File: src/verilog/rv_operand_consts.svh
`ifndef RV_OPERAND_CONSTS_SVH
`define RV_OPERAND_CONSTS_SVH

// Word width of the integer datapath
`define RV_XLEN 32

// Number of architectural integer registers
`define RV_NREGS 32

// Bits needed to index one register
`define RV_REG_AW 5

// CSR address field width from the instruction encoding
`define RV_CSR_AW 12

`endif

File: src/verilog/rv_operand_pkg.sv
`include "rv_operand_consts.svh"

package rv_operand_pkg;

  // Machine-mode CSRs kept in this block
  // Every other address reads zero
  typedef enum logic [`RV_CSR_AW-1:0] {
    CSR_MSTATUS  = 12'h300,
    CSR_MSCRATCH = 12'h340,
    CSR_MEPC     = 12'h341,
    CSR_MCAUSE   = 12'h342
  } csr_addr_e;

  // Read-modify-write flavour, from funct3 low bits
  typedef enum logic [1:0] {
    CSR_RW = 2'b01,
    CSR_RS = 2'b10,
    CSR_RC = 2'b11
  } csr_op_e;

  // Writers sharing the rd write port
  typedef enum logic {
    WR_EXEC = 1'b0,
    WR_CSR  = 1'b1
  } writer_e;

endpackage

File: src/verilog/rd_write_if.sv
`timescale 1ns/1ps
`include "rv_operand_consts.svh"

// One writer's path toward the register write port
// Request, rd and data hold until grant is seen at a clock edge
interface rd_write_if;
  logic                  req;
  logic [`RV_REG_AW-1:0] rd;
  logic [`RV_XLEN-1:0]   data;
  logic                  grant;

  // Writer side
  modport requester (output req, output rd, output data, input grant);

  // Arbiter side
  modport arbiter (input req, input rd, input data, output grant);
endinterface

File: src/verilog/reg_file.sv
`timescale 1ns/1ps
`include "rv_operand_consts.svh"

module reg_file (
  input  logic                  clk,
  input  logic                  reset,
  input  logic [`RV_REG_AW-1:0] rs1,
  input  logic [`RV_REG_AW-1:0] rs2,
  input  logic                  wr_en,
  input  logic [`RV_REG_AW-1:0] wr_rd,
  input  logic [`RV_XLEN-1:0]   wr_data,
  output logic [`RV_XLEN-1:0]   operand1,
  output logic [`RV_XLEN-1:0]   operand2
);

  // Integer register array
  logic [`RV_XLEN-1:0] regs [`RV_NREGS];

  // Bypass selects for the two read ports
  logic byp1;
  logic byp2;

  // Real write only when the target is not x0
  logic wr_commit;

  assign wr_commit = wr_en && (wr_rd != '0);

  // Committing write forwarded to a matching read
  // x0 never matches, so a write aimed at x0 is invisible
  assign byp1 = wr_commit && (wr_rd == rs1);
  assign byp2 = wr_commit && (wr_rd == rs2);

  // Port 1 read
  always_comb begin
    if (rs1 == '0) begin
      operand1 = '0;
    end else if (byp1) begin
      operand1 = wr_data;
    end else begin
      operand1 = regs[rs1];
    end
  end

  // Port 2 read, same rules as port 1
  always_comb begin
    if (rs2 == '0) begin
      operand2 = '0;
    end else if (byp2) begin
      operand2 = wr_data;
    end else begin
      operand2 = regs[rs2];
    end
  end

  // Array update
  // Whole file cleared on reset
  always_ff @(posedge clk) begin
    if (reset) begin
      for (int i = 0; i < `RV_NREGS; i++) begin
        regs[i] <= '0;
      end
    end else if (wr_commit) begin
      regs[wr_rd] <= wr_data;
    end
  end

endmodule

File: src/verilog/csr_file.sv
`timescale 1ns/1ps
`include "rv_operand_consts.svh"

module csr_file (
  input  logic                    clk,
  input  logic                    reset,
  input  logic                    csr_valid,
  input  rv_operand_pkg::csr_op_e csr_op,
  input  logic [`RV_CSR_AW-1:0]   csr_addr,
  input  logic [`RV_XLEN-1:0]     csr_wdata,
  input  logic [`RV_REG_AW-1:0]   csr_rd,
  rd_write_if.requester           wr,
  output logic                    csr_busy,
  output logic                    mie
);
  import rv_operand_pkg::*;

  // Only the global interrupt enable survives in mstatus
  localparam int MIE_BIT = 3;

  // mepc is word aligned
  localparam logic [`RV_XLEN-1:0] MEPC_MASK = {{(`RV_XLEN-2){1'b1}}, 2'b00};

  // CSR storage
  logic                mstatus_mie;
  logic [`RV_XLEN-1:0] mscratch;
  logic [`RV_XLEN-1:0] mepc;
  logic [`RV_XLEN-1:0] mcause;

  // Current and updated value of the addressed CSR
  logic [`RV_XLEN-1:0] old_value;
  logic [`RV_XLEN-1:0] new_value;

  // Strobe taken this cycle
  logic accept;

  // Old-value writeback buffer, one entry
  logic                  wb_pending;
  logic [`RV_REG_AW-1:0] wb_rd;
  logic [`RV_XLEN-1:0]   wb_data;

  // Strobes arriving while the buffer is full are dropped
  assign accept = csr_valid && !wb_pending;

  // Readable view of the addressed CSR
  always_comb begin
    old_value = '0;
    case (csr_addr)
      CSR_MSTATUS:  old_value[MIE_BIT] = mstatus_mie;
      CSR_MSCRATCH: old_value = mscratch;
      CSR_MEPC:     old_value = mepc;
      CSR_MCAUSE:   old_value = mcause;
      default:      old_value = '0;
    endcase
  end

  // Op applied before the per-CSR masks
  always_comb begin
    case (csr_op)
      CSR_RW:  new_value = csr_wdata;
      CSR_RS:  new_value = old_value | csr_wdata;
      CSR_RC:  new_value = old_value & ~csr_wdata;
      default: new_value = old_value;
    endcase
  end

  // CSR update and buffer flag
  always_ff @(posedge clk) begin
    if (reset) begin
      mstatus_mie <= 1'b0;
      mscratch    <= '0;
      mepc        <= '0;
      mcause      <= '0;
      wb_pending  <= 1'b0;
    end else if (accept) begin
      case (csr_addr)
        CSR_MSTATUS:  mstatus_mie <= new_value[MIE_BIT];
        CSR_MSCRATCH: mscratch <= new_value;
        CSR_MEPC:     mepc <= new_value & MEPC_MASK;
        CSR_MCAUSE:   mcause <= new_value;
        default:      ;
      endcase
      // No writeback for rd = x0
      wb_pending <= (csr_rd != '0);
    end else if (wb_pending && wr.grant) begin
      // Register commit happens on this same edge
      wb_pending <= 1'b0;
    end
  end

  // Buffer payload captured with the strobe
  always_ff @(posedge clk) begin
    if (accept) begin
      wb_rd   <= csr_rd;
      wb_data <= old_value;
    end
  end

  // Request held until the arbiter grants it
  assign wr.req  = wb_pending;
  assign wr.rd   = wb_rd;
  assign wr.data = wb_data;

  assign csr_busy = wb_pending;
  assign mie      = mstatus_mie;

endmodule

File: src/verilog/rd_write_arbiter.sv
`timescale 1ns/1ps
`include "rv_operand_consts.svh"

module rd_write_arbiter (
  input  logic                  clk,
  input  logic                  reset,
  rd_write_if.arbiter           exec_port,
  rd_write_if.arbiter           csr_port,
  output logic                  wr_en,
  output logic [`RV_REG_AW-1:0] wr_rd,
  output logic [`RV_XLEN-1:0]   wr_data
);
  import rv_operand_pkg::*;

  // Writer that took the port most recently
  writer_e last_winner;

  logic exec_gnt;
  logic csr_gnt;

  // A lone requester always wins
  // On a tie the writer that lost last time goes first
  assign exec_gnt = exec_port.req && (!csr_port.req || (last_winner == WR_CSR));
  assign csr_gnt  = csr_port.req && (!exec_port.req || (last_winner == WR_EXEC));

  assign exec_port.grant = exec_gnt;
  assign csr_port.grant  = csr_gnt;

  // Winner onto the register write port
  assign wr_en = exec_gnt || csr_gnt;

  always_comb begin
    if (csr_gnt) begin
      wr_rd   = csr_port.rd;
      wr_data = csr_port.data;
    end else begin
      wr_rd   = exec_port.rd;
      wr_data = exec_port.data;
    end
  end

  // Priority pointer
  // Starts as if the CSR writer had just won, so exec takes the first tie
  always_ff @(posedge clk) begin
    if (reset) begin
      last_winner <= WR_CSR;
    end else if (csr_gnt) begin
      last_winner <= WR_CSR;
    end else if (exec_gnt) begin
      last_winner <= WR_EXEC;
    end
  end

endmodule

File: src/verilog/rv_operand_top.sv
`timescale 1ns/1ps
`include "rv_operand_consts.svh"

module rv_operand_top (
  input  logic                    clk,
  input  logic                    reset,
  input  logic [`RV_REG_AW-1:0]   rs1,
  input  logic [`RV_REG_AW-1:0]   rs2,
  input  logic                    exec_we,
  input  logic [`RV_REG_AW-1:0]   exec_rd,
  input  logic [`RV_XLEN-1:0]     exec_data,
  input  logic                    csr_valid,
  input  rv_operand_pkg::csr_op_e csr_op,
  input  logic [`RV_CSR_AW-1:0]   csr_addr,
  input  logic [`RV_XLEN-1:0]     csr_wdata,
  input  logic [`RV_REG_AW-1:0]   csr_rd,
  output logic [`RV_XLEN-1:0]     operand1,
  output logic [`RV_XLEN-1:0]     operand2,
  output logic                    exec_ready,
  output logic                    csr_busy,
  output logic                    mie
);

  // One bundle per rd writer
  rd_write_if exec_wr ();
  rd_write_if csr_wr ();

  // Shared register write port
  logic                  wr_en;
  logic [`RV_REG_AW-1:0] wr_rd;
  logic [`RV_XLEN-1:0]   wr_data;

  // Execute writeback comes straight from the top ports
  assign exec_wr.req  = exec_we;
  assign exec_wr.rd   = exec_rd;
  assign exec_wr.data = exec_data;
  assign exec_ready   = exec_wr.grant;

  csr_file u_csr_file (
    .clk       (clk),
    .reset     (reset),
    .csr_valid (csr_valid),
    .csr_op    (csr_op),
    .csr_addr  (csr_addr),
    .csr_wdata (csr_wdata),
    .csr_rd    (csr_rd),
    .wr        (csr_wr.requester),
    .csr_busy  (csr_busy),
    .mie       (mie)
  );

  rd_write_arbiter u_rd_write_arbiter (
    .clk       (clk),
    .reset     (reset),
    .exec_port (exec_wr.arbiter),
    .csr_port  (csr_wr.arbiter),
    .wr_en     (wr_en),
    .wr_rd     (wr_rd),
    .wr_data   (wr_data)
  );

  reg_file u_reg_file (
    .clk      (clk),
    .reset    (reset),
    .rs1      (rs1),
    .rs2      (rs2),
    .wr_en    (wr_en),
    .wr_rd    (wr_rd),
    .wr_data  (wr_data),
    .operand1 (operand1),
    .operand2 (operand2)
  );

endmodule

File: config.mk
export PLATFORM = sky130hd
export DESIGN_NAME = rv_operand_top
export DESIGN_NICKNAME = d
export VERILOG_FILES = /design/src/verilog/rv_operand_pkg.sv /design/src/verilog/rd_write_if.sv /design/src/verilog/reg_file.sv /design/src/verilog/csr_file.sv /design/src/verilog/rd_write_arbiter.sv /design/src/verilog/rv_operand_top.sv
export VERILOG_INCLUDE_DIRS = /design/src /design/src/verilog
export SDC_FILE = /design/constraint.sdc
export NUM_CORES = 2
export LEC_CHECK = 0
export BUFFER_PORTS_ARGS = -buffer_cell sky130_fd_sc_hd__buf_4
export CELL_PAD_IN_SITES_DETAIL_PLACEMENT = 1
export CELL_PAD_IN_SITES_GLOBAL_PLACEMENT = 2
export CORE_MARGIN = 2
export CORE_UTILIZATION = 35
export DETAILED_ROUTE_END_ITERATION = 12
export PLACE_DENSITY_LB_ADDON = 0.3
export SLEW_MARGIN = 10
export SYNTH_ARGS = -nofsm -noshare
export SYNTH_HDL_FRONTEND = slang
export SYNTH_SLANG_ARGS = --single-unit
File: constraint.sdc
create_clock -name clk -period 8.78 [get_ports clk]
set_input_delay 1.756 -clock clk [delete_from_list [all_inputs] [get_ports clk]]
set_output_delay 1.756 -clock clk [all_outputs]
set_load 0.1 [all_outputs]
==> flow_summary.toml <==
[sta]
setup_violations = 0
relSlewSlack_pct = 21.38
tightest_slew_ps = 1155
holdWs_ps = 450.3
rsz0062_at_grt = "no"
max_freq_mhz = 135.5
final-hold-violation-count = 0
slew_viol_final = 0
fin_crit_sh_pct = 84.05
skew_ps = 25.63
fin_tns_setup_ps = 0
period_needed_ps = 7380

[logic_synthesis]
syn_area_sq_um = 60090
synthTopCellsByArea = "edfxtp_1 53%, mux4_2 10%, mux2i_1 8.2%, nor2_1 6.5%, dfxtp_1 3.2%"
synth_cell_types = 61
synth.yosys.seq_area_share_pct = 56.25
synth_top_cell_area_share_pct = 53.02
yosys_warnings = 0
synth.avg_cell_area_sq_um = 12.17
async_reset_ff_share_pct = 0
synth_edf_count = 1061
netlist_instances = 4938
synth-seq-cells = 1158
post-synth-top-area-cell = "edfxtp_1"
synth_flop_cell = "edfxtp_1"

[layout]
final_common_cell = "edfxtp_1"
fillers = 18050
drive_above_1_share_pct = 19.83
design_area_sq_um = 68570
areaGrowthSynthToFinish_pct = 14.11
diodes = 0
final_cell_mix = "1,061 x edfxtp_1, 1,027 x nor2_1, 461 x mux2i_1"
finalNonFillerCells = 7277
fin_nets = 5041

[clocking]
cts_tree = "done"
htreeDepth = 4
cts_setup_buffers = 0
clockBufferDepth = 3
clock_latency_ps = 800
cts_resized = 0
path_clk_slew_ps = 60
root_buffer = "clkbuf_16"
cts.sinks = 1158
holdBufCountCts = 0
numCtsBuffers = 135

[pwr]
p_per_area_nw_per_um2 = 204.8
p_leak_nw = 25.29
ir_drop_mv = 0.1755

[global_routing]
grt_max_degree = 92
grt_use_total_pct = 27.17
gr-total-overflow = 0
grt_pass1_wl_mm = 339.5
antenna_found_initial = 9
grt_pass1_vias = 45340

[critical_path]
worstPathRequired_ps = 7020
cp-start-kind = "input port"
worstPathArrival_ps = 5620
end_kind = "output pin"
cp_max_fo = 60
crit_type = "in -> out"

[detailed_routing]
wl_met3_mm = 18.25
first_iter_violations = 4773
highest_layer = "met5"
drc_errors = 0
vias_per_cell = 6.097
wl_met1_mm = 96.78
dr.pass1.iters = 7
wl_mm = 241.1
wl_per_cell_um = 33.13
ant_nets = 0
vias = 44370
route.met2.wl_mm = 116.8

[floorplan]
rows = 152
die_area_sq_um = 175000
die_h_um = 418.4
die_w_um = 418.4
start_util_pct = 35.11
ioPinCount = 169
coreArea_sq_um = 171200

[place]
io_buffer_count = 168
dpl_cell_area_sq_um = 64340
place.gp.congestion = 0.8995
hpwl_mm = 150.1
dp.cells = 7035

[run]
max-cap-violations = 0

[hold_path]
min_path_type = "reg -> reg"

[outcome]
status = "finished, final reports clean"
## layout make-up
cell class | count | area [sq um] | share of cell area [%]
clock buffers | 170 | 3608 | 5.262
multi-input cells | 3303 | 25050 | 36.53
repair buffers | 331 | 2656 | 3.874
clock inverters | 72 | 625.6 | 0.9124
well taps | 2233 | 2794 | 4.075
flip-flops and latches | 1158 | 33800 | 49.30
inverters | 10 | 37.54 | 0.05474
## synthesized netlist by cell type, drive strengths merged, types with 13 or more instances
| cell type | number |
|---|---|
| mux4 | 272 |
| nand3 | 181 |
| edfxtp | 1061 |
| buf | 105 |
| mux2i | 494 |
| a22o | 60 |
| nor2b | 27 |
| o22ai | 31 |
| nand2b | 35 |
| a21oi | 174 |
| a311oi | 33 |
| clkbuf | 393 |
| nand3b | 13 |
| o2bb2ai | 29 |
| nor2 | 1035 |
| nor3 | 47 |
| dfxtp | 97 |
| mux2 | 70 |
| nand2 | 299 |
| a211oi | 61 |
| and2 | 45 |
| a221oi | 51 |
| and3 | 32 |
| o21ai | 41 |
| a22oi | 185 |
## routing by layer
metal | up-vias | track usage, %
li1 | 18510 | -
met1 | 23410 | 35.14
met2 | 1997 | 45.38
met3 | 434 | 4.870
met4 | 12 | 10.23
met5 | - | 0
## worst max-delay path: stages
cell	delay (ps)
buf_8	490
buf_4	580
nor2b_1	250
nand2_1	360
o22ai_1	160
or4_1	650
nor3_1	560
mux2_2	280
buf_4	290
## final timing paths
check / start / to / slack (ps) / cells after the start
worst max-delay path: rs1[0] / operand1[6] / 1400 / 9
worst min-delay path: u_csr_file.mcause[15] / u_csr_file.mcause[15] / 450 / 2
worst min register to register: u_csr_file.mcause[15] / u_csr_file.mcause[15] / 450 / 2
worst max register to register: u_csr_file.csr_busy / u_reg_file.regs[8][29] / 4600 / 7
## report_power, final
| group | leakage [nW] | internal (mW) | switching, mW |
|---|---|---|---|
| Clock | 2.07 | 3.18 | 2.39 |
| Sequential | 11.7 | 6.23 | 0.117 |
| Combinational | 11.5 | 0.611 | 1.53 |
## stage by stage
| stage | total power, mW | setup WS, ps | utilization [%] |
|---|---|---|---|
| 6_report | 14.05 | 1400 | 40.06 |
| 4_1_cts | 14.10 | 1473 | 40.06 |
| 5_1_grt | 14.39 | 1271 | 40.06 |
| 3_3_place_gp | 8.552 | 1460 | 37.59 |
| 2_1_floorplan | 7.749 | 1432 | - |
| 3_5_place_dp | 8.576 | 1479 | 37.59 |
## cells by family after synthesis
kind of cell	synth area share, %
flip-flops	56.25
multiplexers	19.76
AND/OR/NAND/NOR	12.34
XOR/XNOR	0.04373
other	0.006240
AO/OA/AOI/OAI	8.229
buffers and inverters	3.377
## flip-flops by register name, indices dropped and copies added (netlist names)
signal,flops
u_csr_file.wr.data,32
u_rd_write_arbiter.last_winner,1
u_csr_file.mcause,32
u_csr_file.csr_busy,1
u_csr_file.wr.rd,5
u_reg_file.regs,1024
u_csr_file.mscratch,32
u_csr_file.mie,1
u_csr_file.mepc,30
(Power assumes the default switching activity.)
